## src/hdl/generals_pkg.sv

```systemverilog
package generals_pkg;

    // board geometry
    localparam int BOARD_WIDTH = 10;
    localparam int CELL_COUNT = BOARD_WIDTH * BOARD_WIDTH;
    localparam int COORD_W = 4;
    localparam int TROOP_W = 9;
    localparam int STEP_W = 12;
    localparam int GROWTH_PERIOD = 16;

    localparam logic [COORD_W-1:0] RED_CROWN_H = 4'd2;
    localparam logic [COORD_W-1:0] RED_CROWN_V = 4'd3;
    localparam logic [COORD_W-1:0] BLUE_CROWN_H = 4'd8;
    localparam logic [COORD_W-1:0] BLUE_CROWN_V = 4'd7;

    // opening troop values
    localparam logic [TROOP_W-1:0] RED_CROWN_TROOP = 9'd87;
    localparam logic [TROOP_W-1:0] BLUE_CROWN_TROOP = 9'd89;
    localparam logic [TROOP_W-1:0] RED_CITY_TROOP = 9'd25;
    localparam logic [TROOP_W-1:0] BLUE_CITY_TROOP = 9'd37;

    typedef enum logic [1:0] {NPC, RED, BLUE} player_t;
    typedef enum logic [1:0] {TERRITORY, MOUNTAIN, CROWN, CITY} piece_t;

    // bit 1 set means a move mode
    typedef enum logic [1:0] {
        CHOOSE     = 2'b00,
        MOVE_TOTAL = 2'b10,
        MOVE_HALF  = 2'b11
    } cursor_mode_t;

    // codes 6 and 7 are illegal
    typedef enum logic [2:0] {
        UP          = 3'd0,
        LEFT        = 3'd1,
        DOWN        = 3'd2,
        RIGHT       = 3'd3,
        SELECT      = 3'd4,
        HALF_TOGGLE = 3'd5
    } key_op_t;

    typedef enum logic [2:0] {READY, IN_ROUND, CHECK_WIN, ROUND_SWITCH, GAME_OVER} game_state_t;
    typedef enum logic [1:0] {GROW_NONE, GROW_CITIES, GROW_ALL} grow_t;

    // opening layout, first match wins
    function automatic void opening_cell(
        input  int                 h,
        input  int                 v,
        output player_t            owner,
        output piece_t             piece,
        output logic [TROOP_W-1:0] troop
    );
        owner = NPC;
        piece = TERRITORY;
        troop = '0;
        if (h == RED_CROWN_H && v == RED_CROWN_V) begin
            owner = RED;
            piece = CROWN;
            troop = RED_CROWN_TROOP;
        end else if (h == BLUE_CROWN_H && v == BLUE_CROWN_V) begin
            owner = BLUE;
            piece = CROWN;
            troop = BLUE_CROWN_TROOP;
        end else if (v == 5) begin
            piece = CITY;
        end else if (h + v == 9 && h >= 6) begin
            piece = MOUNTAIN;
        end else if (h >= 2 && h <= 5 && v >= 2 && v <= 5) begin
            owner = RED;
            piece = CITY;
            troop = RED_CITY_TROOP;
        end else if (h >= 7 && v >= 5) begin
            owner = BLUE;
            piece = CITY;
            troop = BLUE_CITY_TROOP;
        end
    endfunction

endpackage

```

## src/hdl/board_cell.sv

```systemverilog
`timescale 1ns/1ps

module board_cell #(
    parameter int CELL_H = 0,
    parameter int CELL_V = 0
) (
    input  logic                                clk_100M,
    input  logic                                reset,
    input  logic                                load,
    input  logic                                move_en,
    input  logic [generals_pkg::COORD_W-1:0]    src_h,
    input  logic [generals_pkg::COORD_W-1:0]    src_v,
    input  logic [generals_pkg::COORD_W-1:0]    dst_h,
    input  logic [generals_pkg::COORD_W-1:0]    dst_v,
    input  logic [generals_pkg::TROOP_W-1:0]    dispatch,
    input  generals_pkg::player_t               mover,
    input  generals_pkg::grow_t                 grow,
    output generals_pkg::player_t               owner,
    output generals_pkg::piece_t                piece,
    output logic [generals_pkg::TROOP_W-1:0]    troop
);
    import generals_pkg::*;

    localparam logic [COORD_W-1:0] MY_H = COORD_W'(CELL_H);
    localparam logic [COORD_W-1:0] MY_V = COORD_W'(CELL_V);

    player_t            open_owner;
    piece_t             open_piece;
    logic [TROOP_W-1:0] open_troop;
    logic               is_src;
    logic               is_dst;
    logic               grows;

    always_comb begin
        opening_cell(CELL_H, CELL_V, open_owner, open_piece, open_troop);
    end

    assign is_src = move_en && src_h == MY_H && src_v == MY_V;
    assign is_dst = move_en && dst_h == MY_H && dst_v == MY_V;

    // cities and crowns grow every round, all owned squares on GROW_ALL
    assign grows = (owner != NPC) &&
                   (grow == GROW_ALL || (grow == GROW_CITIES && (piece == CITY || piece == CROWN)));

    always_ff @(posedge clk_100M or posedge reset) begin
        if (reset) begin
            owner <= NPC;
            piece <= TERRITORY;
            troop <= '0;
        end else if (load) begin
            owner <= open_owner;
            piece <= open_piece;
            troop <= open_troop;
        end else if (is_src) begin
            troop <= troop - dispatch;
        end else if (is_dst) begin
            if (owner == mover) begin
                troop <= troop + dispatch;
            end else if (dispatch > troop) begin
                // captured
                owner <= mover;
                troop <= dispatch - troop;
            end else begin
                troop <= troop - dispatch;
            end
        end else if (grows) begin
            troop <= troop + 1'b1;
        end
    end

    a_no_underflow: assert property (@(posedge clk_100M) disable iff (reset)
        is_src |-> troop >= dispatch);

endmodule

```

## config.mk

```make
export PLATFORM = sky130hd
export DESIGN_NAME = board_cell
export DESIGN_NICKNAME = d
export VERILOG_FILES = /design/src/hdl/generals_pkg.sv /design/src/hdl/board_cell.sv
export SDC_FILE = /design/constraint.sdc
export NUM_CORES = 1
export LEC_CHECK = 0
export BUFFER_PORTS_ARGS = -buffer_cell sky130_fd_sc_hd__buf_4
export CORE_MARGIN = 4
export CORE_UTILIZATION = 56
export DETAILED_ROUTE_END_ITERATION = 10
export PLACE_DENSITY = 0.81
export SETUP_SLACK_MARGIN = 0.5
export SYNTH_ARGS = -nofsm -noshare
export SYNTH_HDL_FRONTEND = slang
export SYNTH_SLANG_ARGS = --single-unit
```

## constraint.sdc

```tcl
create_clock -name clk_100M -period 3.2 [get_ports clk_100M]
set_clock_uncertainty 0.05 [all_clocks]
set_input_delay 0.48 -clock clk_100M [delete_from_list [all_inputs] [get_ports clk_100M]]
set_output_delay 0.48 -clock clk_100M [all_outputs]
set_load 0.05 [all_outputs]
```

==> results of run 1 <==
[critical path, delay by kind of cell (launching register included)]
| kind | cells | cell delay, ns |
|---|---|---|
| and+or+nand+nor | 1 | 0.22 |
| adders and majority gates | 1 | 0.49 |
| AOI/OAI and AO/OA | 5 | 1.21 |
| xor gates and xnor gates | 1 | 0.16 |
| DFF | 1 | 0.46 |
[through the flow]
stage          cells  utilization [%]  cell area (µm²)
6_report         379             72.0             2690
5_1_grt          379             72.0             2690
4_1_cts          375             69.2             2590
3_5_place_dp     370             67.7             2530
3_3_place_gp     370             67.7             2530
2_1_floorplan    291                -             2210
[final timing paths]
kind                            endpoint  slack (ns)
worst max-delay path            troop[3]        0.50
worst min-delay path            troop[5]        0.19
worst max register to register  troop[3]        0.50
worst min register to register  troop[6]        0.55
max in group asynchronous       troop[1]        2.57
min in group clk_100M           owner[1]        0.44
[cells in the mapped netlist (2+ instances only)]
cell type / count
nor2_1: 32
inv_1: 30
ha_1: 26
a21oi_1: 16
nand2_1: 16
xnor2_1: 16
dfrtp_1: 11
nand3_1: 10
o21ai_0: 10
a21o_1: 9
buf_2: 7
nand4_1: 7
nor3_1: 7
nor4_1: 7
clkbuf_1: 5
mux2i_1: 5
a31oi_1: 4
and3_1: 4
a211o_1: 3
a211oi_1: 3
a221oi_1: 3
fa_1: 3
or4_1: 3
xor2_1: 3
a2111oi_0: 2
a311o_1: 2
a311oi_1: 2
a32oi_1: 2
and2_1: 2
buf_4: 2
nand2b_1: 2
nor2b_1: 2
o211ai_1: 2
o21a_1: 2
o21ai_2: 2
o31ai_1: 2
o41ai_2: 2
or3_1: 2
[cell families (layout without fill, tap and decap cells)]
group / count (synthesis) / count (layout) / synth area share [%]
other: 1 / 2 / 0.170
flip-flops: 11 / 11 / 12.5
AND/OR/NAND/NOR: 100 / 100 / 22.8
AO/OA/AOI/OAI: 80 / 80 / 28.5
XOR/XNOR: 19 / 19 / 7.55
multiplexers: 5 / 5 / 2.27
buffers and inverters: 45 / 85 / 8.74
adder cells (fa/ha/maj): 29 / 29 / 17.5
[layout make-up]
cell class	instances	area (µm²)	share of cell area (%)
multi-input cells	235	1810	67.3
repair buffers	51	383	14.2
flip-flops and latches	11	279	10.4
inverters	30	113	4.18
well taps	48	60.1	2.23
clock buffers	3	41.3	1.53
clock inverters	1	5.00	0.186
[state kept, by name, summed over array words and instances (netlist names)]
name	count
owner	2
troop	9
[metal layers]
metal	share of wire (%)	track usage, %
met1	39	34.1
met3	9.5	5.54
met4	5.7	14.6
met5	0	0
met2	46	43.0
[power by group through the flow]
stage / clock network [W] / logic, W / registers (W)
3_5_place_dp: 0 / 0.000386 / 0.000168
5_1_grt: 0.000156 / 0.000457 / 0.000169
3_3_place_gp: 0 / 0.000381 / 0.000168
6_report: 0.000146 / 0.000425 / 0.000167
2_1_floorplan: 0 / 0.000250 / 0.000190
4_1_cts: 0.000147 / 0.000389 / 0.000166
[timing repair]
action                                  CTS  global route
gates resized for setup                   1            14
endpoints found under the setup margin    2             7
setup buffers                             1             4
hold endpoints to repair                  0             0
pin swaps                                 2             2
==> metrics.md, run 1 <==
| Metric | Value |
|---|---|
| Outcome | `finished, final reports clean` |
| Origin of the worst setup path | `troop[4]` |
| Combinational Power Share | `57.6%` |
| HP Class | `input port to async pin` |
| Setup-failing EPs final | `0` |
| WP data required | `3.30 ns` |
| Total design power | `0.000738 W` |
| Crit path DAT | `2.80 ns` |
| CP startpoint kind | `flop` |
| Fmax | `370 MHz` |
| Final Net Count | `394` |
| Max Cap Violations | `0` |
| Internal power | `0.000410 W` |
| Place WS | `0.365 ns` |
| Initial antenna violation count | `0` |
| Clock slew at reported path FFs | `0.05 ns` |
| Crit path capture type | `flop` |
| Port buffer count | `43` |
| Via density | `6.47` |
| Worst skew pair latency | `0.25 ns` |
| Top FF cell, synth | `dfrtp_1` |
| CTS tree | `built` |
| Syn Area/Cell | `7.60 µm²` |
| Root buffer cell | `clkbuf_8` |
| Worst r2r path cells | `8` |
| Clock network fraction of design power | `19.8%` |
| Row Count | `22` |
| Final min period | `2.70 ns` |
| Netlist Area Pre-Place | `0.00220 mm²` |
| Layout cells sized above 1 | `24.2%` |
| Setup_tns | `0 ns` |
| Sequential share of power | `22.6%` |
| Syn. warnings | `0` |
| Synth area leader | `ha_1` |
| Leak pwr | `1.24 nW` |
| Cell count after synthesis | `290` |
| GRT Util Overall | `27.0%` |
| Slew @ Worst Pin | `0.518 ns` |
| RSZ-0062 raised after global routing | `yes` |
| Layout area overhead | `22.3%` |
| DR vias | `2452` |
| Peak VDD IR | `0.162 mV` |
| CP max FO | `9` |
| PwrDens | `274 mW/mm²` |
| CORE AREA | `0.00374 mm²` |
| CTS Sinks | `11` |
| Critical-path cell list | `ha_2, and3_4, o21ai_2, a31o_4, a2111oi_1, o31ai_1, xnor2_1, o41ai_2` |
| Drt pass-1 iters | `5` |
| Post-synth EDFFs | `0` |
| Most common cell after layout, fill and taps aside | `buf_4` |
| Fin. Hold Viols | `0` |
| Commonest cells after routing, fill and taps aside | `buf_4, nor2_1, inv_1, ha_1` |
| WHS | `0.190 ns` |
| Filler cell count in the final layout | `326` |
| Vias in the first global route | `2272` |
| Yosys cell types | `60` |
| Initial drt markers | `278` |
| Hold-fix buffers at CTS | `0` |
| First-pass GRT wire length | `11000 µm` |
| CTS Buf Count | `3` |
| H-tree levels | `1` |
| # IOs | `46` |
| Grt ovf | `0` |
| WS Path Type | `flop to flop` |
| Synth area leaders | `ha_1, dfrtp_1, xnor2_1` |
| Synth Register Bits | `11` |
| Routed wire length | `6980 µm` |
| DPL Wire Length | `5310 µm` |
| Die X | `70.7 µm` |
| Antenna diode count | `0` |
| Starting Density | `58.9%` |
| Final ANT Viol Nets | `0` |
| Sw Share | `44.4%` |
| Die height | `70.7 µm` |
| Final Max Tran Viols | `0` |
| Die area | `0.00500 mm²` |
| Drc violations | `0` |
| GP Congestion | `0.952` |
| Reg-to-Reg Start | `troop[4]` |
| Slowest stage delay, CP | `0.52 ns` |
| Post-synth ARST share | `100%` |
| Sw power | `0.000328 W` |
| Worst slew margin | `65.5%` |
| CTS max path bufs | `2` |
| CP max-delay cell | `a2111oi_1` |
| Synth top area share | `14.8%` |
| Final WS setup | `0.496 ns` |
| Routed len/inst | `18.4 µm` |
| Largest net degree at the start of global routing | `14` |
| Final period util | `84.5%` |
| Register area share after synthesis | `12.5%` |
Power figures use the tool's default switching activity.
==> run 2: changes to the inputs <==
clock period = 2.5 ns   (was 3.2 ns; I/O delays follow)
==> metrics.md, run 2 (same netlist as run 1, synthesis figures left out) <==
| Metric | Value |
|---|---|
| Outcome | `complete, but fails checks` |
| Failing checks | `negative setup slack` |
| Largest register FFs | `9` |
| Place WS | `-0.0723 ns` |
| CP max-delay cell | `dfrtp_4` |
| Worst skew pair latency | `0.25 ns` |
| Worst r2r path cells | `10` |
| Crit path top cell by count | `a21o_1` |
| Drt pass-1 iters | `6` |
| CP Depth | `10` |
| Fin. Hold Viols | `0` |
| Starting Density | `58.9%` |
| Peak VDD IR | `0.227 mV` |
| Largest net degree at the start of global routing | `13` |
| Initial drt markers | `404` |
| Final instance area | `0.00317 mm²` |
| HP Class | `input port to async pin` |
| CTS tree | `built` |
| Most common cell after layout, fill and taps aside | `buf_4` |
| Max Cap Violations | `0` |
| Final WS setup | `-0.0243 ns` |
| Final Net Count | `425` |
| Die height | `70.7 µm` |
| Final Max Tran Viols | `0` |
| WP data required | `2.58 ns` |
| Hold-fix buffers at CTS | `0` |
| CORE AREA | `0.00374 mm²` |
| Clock slew at reported path FFs | `0.06 ns` |
| Largest registers | `troop x9, owner x2` |
| Via density | `6.66` |
| Leak pwr | `1.40 nW` |
| Final period util | `101%` |
| DR vias | `2731` |
| Slowest stage delay, CP | `0.47 ns` |
| Final ANT Viol Nets | `0` |
| CTS max path bufs | `2` |
| GRT Util Overall | `29.8%` |
| Most flop-heavy register | `troop` |
| Grt ovf | `0` |
| Root buffer cell | `clkbuf_8` |
| DPL Wire Length | `5710 µm` |
| Routed wire length | `8470 µm` |
| Total design power | `0.00110 W` |
| Crit path DAT | `2.60 ns` |
| Worst slew margin | `59.2%` |
| Post-place instance area | `0.00281 mm²` |
| Commonest cells after routing, fill and taps aside | `buf_4, nor2_1, inv_1, xnor2_1, ha_1` |
| Slew @ Worst Pin | `0.607 ns` |
| CP top delay family | `compound AO/OA/AOI/OAI gates` |
| Setup-failing EPs final | `2` |
| WS Path Type | `flop to flop` |
| Port buffer count | `43` |
| Crit path capture type | `flop` |
| WHS | `0.0891 ns` |
| Critical-path cell list | `ha_4, inv_2, fa_2, a21o_1, a21o_1, a221oi_2, xor2_1, nand4_1, a32oi_1, nor3_1` |
| Layout area overhead | `43.7%` |
| CP startpoint kind | `flop` |
| Routed len/inst | `20.6 µm` |
| First-pass GRT wire length | `12200 µm` |
| Fmax | `396 MHz` |
| GP Congestion | `0.990` |
| CP max FO | `4` |
| Vias in the first global route | `2517` |
| CTS Buf Count | `3` |
| CTS Sinks | `11` |
| # IOs | `46` |
| Antenna diode count | `0` |
| Row Count | `22` |
| Die area | `0.00500 mm²` |
| Layout cells sized above 1 | `40.1%` |
| Crit path buf inv count | `1` |
| RSZ-0062 raised after global routing | `yes` |
| H-tree levels | `1` |
| Initial antenna violation count | `0` |
| Die X | `70.7 µm` |
| Drc violations | `0` |
| Final core occ | `84.6%` |
| PwrDens | `348 mW/mm²` |
| Final min period | `2.52 ns` |
## run 2: cell count changes in the layout (fill, tap and decap cells not counted), sizes merged
cell / change
buf: +31
clkinv: -1
clkbuf: +1
## run 2: where the power goes
group	switching [W]	total, W	internal [W]
combinational	0.000386	0.000694	0.000308
sequential	0.0000240	0.000216	0.000192
clock	0.0000796	0.000192	0.000113
total	0.000490	0.00110	0.000613
## run 2: worst paths after layout
check | start | endpoint | slack, ns
worst min-delay path | reset | owner[0] | 0.09
worst min register to register | owner[0] | owner[0] | 0.57
max in group asynchronous | reset | troop[2] | 1.95
worst max-delay path | troop[0] | troop[8] | -0.02
worst max register to register | troop[0] | troop[8] | -0.02
min in group clk_100M | mover[0] | owner[0] | 0.34
## run 2: through the flow
stage	std cells	TNS [ns]
floorplan	291	0
global placement	390	-0.0145
detailed placement	390	-0.150
CTS	401	0
global route	410	-0.381
finish	410	-0.0365
## run 2: worst reg2reg max path, cell delays in order, from the launching register on
cell and delay (ns):
dfrtp_4 0.47, ha_4 0.16, inv_2 0.03, fa_2 0.35, a21o_1 0.17, a21o_1 0.20
a221oi_2 0.34, xor2_1 0.22, nand4_1 0.12, a32oi_1 0.21, nor3_1 0.08
## run 2: cell type report
type | instances | area (µm²)
multi-input combinational | 235 | 2020
clock buffer | 4 | 45.0
inverter | 30 | 113
timing repair buffer | 82 | 632
sequential | 11 | 294
fill | 216 | 578
tap | 48 | 60.1
## run 2: routing by layer
| layer | part of all wire (%) | wire length (µm) | global-route usage, % | vias up |
|---|---|---|---|---|
| met2 | 46 | 3870 | 49.8 | 235 |
| met5 | 0 | 0 | 0 | - |
| li1 | - | - | - | 1181 |
| met3 | 11 | 919 | 3.98 | 61 |
| met4 | 5.8 | 490 | 12.7 | 0 |
| met1 | 38 | 3190 | 38.3 | 1254 |
## run 2: repair_timing
action                                  CTS  global route
pin swaps                                22            14
resized for setup                        19            16
endpoints found under the setup margin   10            10
setup buffers                             7             9
==> run 3: changes to the inputs <==
CELL_PAD_IN_SITES_DETAIL_PLACEMENT = 0   (was not set)
CELL_PAD_IN_SITES_GLOBAL_PLACEMENT = 2   (was not set)
CORE_UTILIZATION = 32   (was 56)
PLACE_DENSITY = not set   (was 0.81)
PLACE_DENSITY_LB_ADDON = 0.1   (was not set)
==> metrics.md, run 3 (same netlist as run 1, synthesis figures left out) <==
| Metric | Value |
|---|---|
| Crit path capture type | `flop` |
| Most common cell after layout, fill and taps aside | `buf_4` |
| Crit path buf inv count | `1` |
| Internal power | `0.000602 W` |
| Root buffer cell | `clkbuf_8` |
| Final core occ | `48.6%` |
| Final Net Count | `423` |
| Clock network fraction of design power | `18.2%` |
| Worst r2r path cells | `10` |
| Reg area | `294 µm²` |
| Filler cell count in the final layout | `672` |
| Port buffer count | `43` |
| Hold-fix buffers at CTS | `0` |
| Layout cells sized above 1 | `39.7%` |
| First-pass GRT wire length | `12200 µm` |
| Max Cap Violations | `0` |
| CP Depth | `10` |
| Slowest stage delay, CP | `0.47 ns` |
| Row Count | `29` |
| Drt pass-1 iters | `4` |
| Largest register FFs | `9` |
| Total design power | `0.00106 W` |
| WP data required | `2.62 ns` |
| Layout area overhead | `44.1%` |
| Vias in the first global route | `2320` |
| CORE AREA | `0.00653 mm²` |
| CP top delay family | `compound AO/OA/AOI/OAI gates` |
| RR Endpoint | `troop[6]` |
| Layout Cells excl Fill | `437` |
| PwrDens | `335 mW/mm²` |
| Peak VDD IR | `0.141 mV` |
| Starting Density | `33.7%` |
| WHS | `0.101 ns` |
| GP Congestion | `0.823` |
| Crit path DAT | `2.48 ns` |
| Sw power | `0.000462 W` |
| Critical-path cell list | `ha_4, inv_2, fa_2, a21o_1, a21o_1, a21o_1, a21oi_2, xor2_1, a311o_1, o21ai_1` |
| Worst slew margin | `66.2%` |
| Outcome | `finished, final reports clean` |
| CTS Buf Count | `3` |
| Area of the multi-input gates | `0.00201 mm²` |
| Die X | `91.0 µm` |
| Clock slew at reported path FFs | `0.07 ns` |
| HP Class | `input port to async pin` |
| H-tree levels | `1` |
| Routed wire length | `7860 µm` |
| Slew @ Worst Pin | `0.507 ns` |
| Drc violations | `0` |
| Die area | `0.00828 mm²` |
| Setup-failing EPs final | `0` |
| Worst skew pair latency | `0.25 ns` |
| CP startpoint kind | `flop` |
| Sw Share | `43.4%` |
| DR vias | `2399` |
| Final period util | `94.7%` |
| Final ANT Viol Nets | `0` |
| Fin. Hold Viols | `0` |
| CTS Sinks | `11` |
| Largest net degree at the start of global routing | `13` |
| Most flop-heavy register | `troop` |
| CP max-delay cell | `dfrtp_4` |
| DP Cell Count | `422` |
| Reg-to-Reg Start | `troop[0]` |
| Leak pwr | `1.39 nW` |
| Largest registers | `troop x9, owner x2` |
| # IOs | `46` |
| Combinational Power Share | `61.5%` |
| R2r setup slk | `0.13 ns` |
| GRT Util Overall | `18.2%` |
| Sequential share of power | `20.3%` |
| RSZ-0062 raised after global routing | `yes` |
| Fmax | `422 MHz` |
| CTS max path bufs | `2` |
| Via density | `5.49` |
| Final min period | `2.37 ns` |
| DPL Wire Length | `6230 µm` |
| Commonest cells after routing, fill and taps aside | `buf_4, nor2_1, inv_1, xnor2_1, ha_1` |
| Crit path top cell by count | `a21o_1` |
| CTS tree | `built` |
| Final Max Tran Viols | `0` |
| Routed len/inst | `18.0 µm` |
| Antenna diode count | `0` |
| CP max FO | `4` |
| Grt ovf | `0` |
| WS Path Type | `flop to flop` |
| Initial antenna violation count | `0` |
| Initial drt markers | `180` |
| Die height | `91.0 µm` |
==> run 3: cell count changes in the layout (fill, tap and decap cells not counted), sizes merged <==
cell,change
clkbuf,-1
clkinv,+1
buf,-2
==> run 3: cell type report <==
cell class                      instances  share of cell area [%]
Clock inverter                          1                   0.158
Timing Repair Buffer                   80                    19.2
Multi-Input combinational cell        235                    63.5
Sequential cell                        11                    9.26
Clock buffer                            3                    1.30
Inverter                               30                    3.63
Tap cell                               77                    3.04
==> run 3: what timing repair did <==
item                                    in CTS  in global routing
gates resized for setup                     27                 10
buffers inserted                            10                  1
endpoints found under the setup margin      10                 10
pin swaps                                   19                  8
==> run 3: per-stage QoR <==
stage	worst slack, ns	setup TNS, ns	instance area [µm²]
6_report	0.132	0	3170
5_1_grt	-0.00121	-0.00121	3170
4_1_cts	0.0948	0	3120
3_5_place_dp	-0.0154	-0.0154	2870
3_3_place_gp	-0.00380	-0.00380	2870
2_1_floorplan	0.0958	0	2340
==> run 3: worst max-delay path by stage <==
stage / from / slack, ns / endpoint
after floorplan: troop[6] / 0.1 / troop[3]
after global placement: dispatch[1] / -0.004 / troop[5]
after detailed placement: dispatch[0] / -0.02 / troop[6]
after CTS: troop[0] / 0.09 / troop[6]
after global routing: troop[0] / -0.001 / troop[6]
final: troop[0] / 0.13 / troop[6]
==> run 3: power groups by stage <==
stage          clock (W)  combinational (W)  sequential (W)
2_1_floorplan          0           0.000339        0.000251
6_report        0.000193           0.000654        0.000216
3_5_place_dp           0           0.000572        0.000217
5_1_grt         0.000198           0.000705        0.000218
4_1_cts         0.000193           0.000635        0.000216
3_3_place_gp           0           0.000579        0.000217
==> run 3: layer usage <==
layer | share of wire (%) | global-route usage (%) | vias up
met1 | 47 | 25.6 | 1115
li1 | - | - | 1185
met3 | 5.8 | 1.40 | 11
met5 | 0 | 0 | -
met4 | 1.6 | 4.40 | 0
met2 | 46 | 30.2 | 88
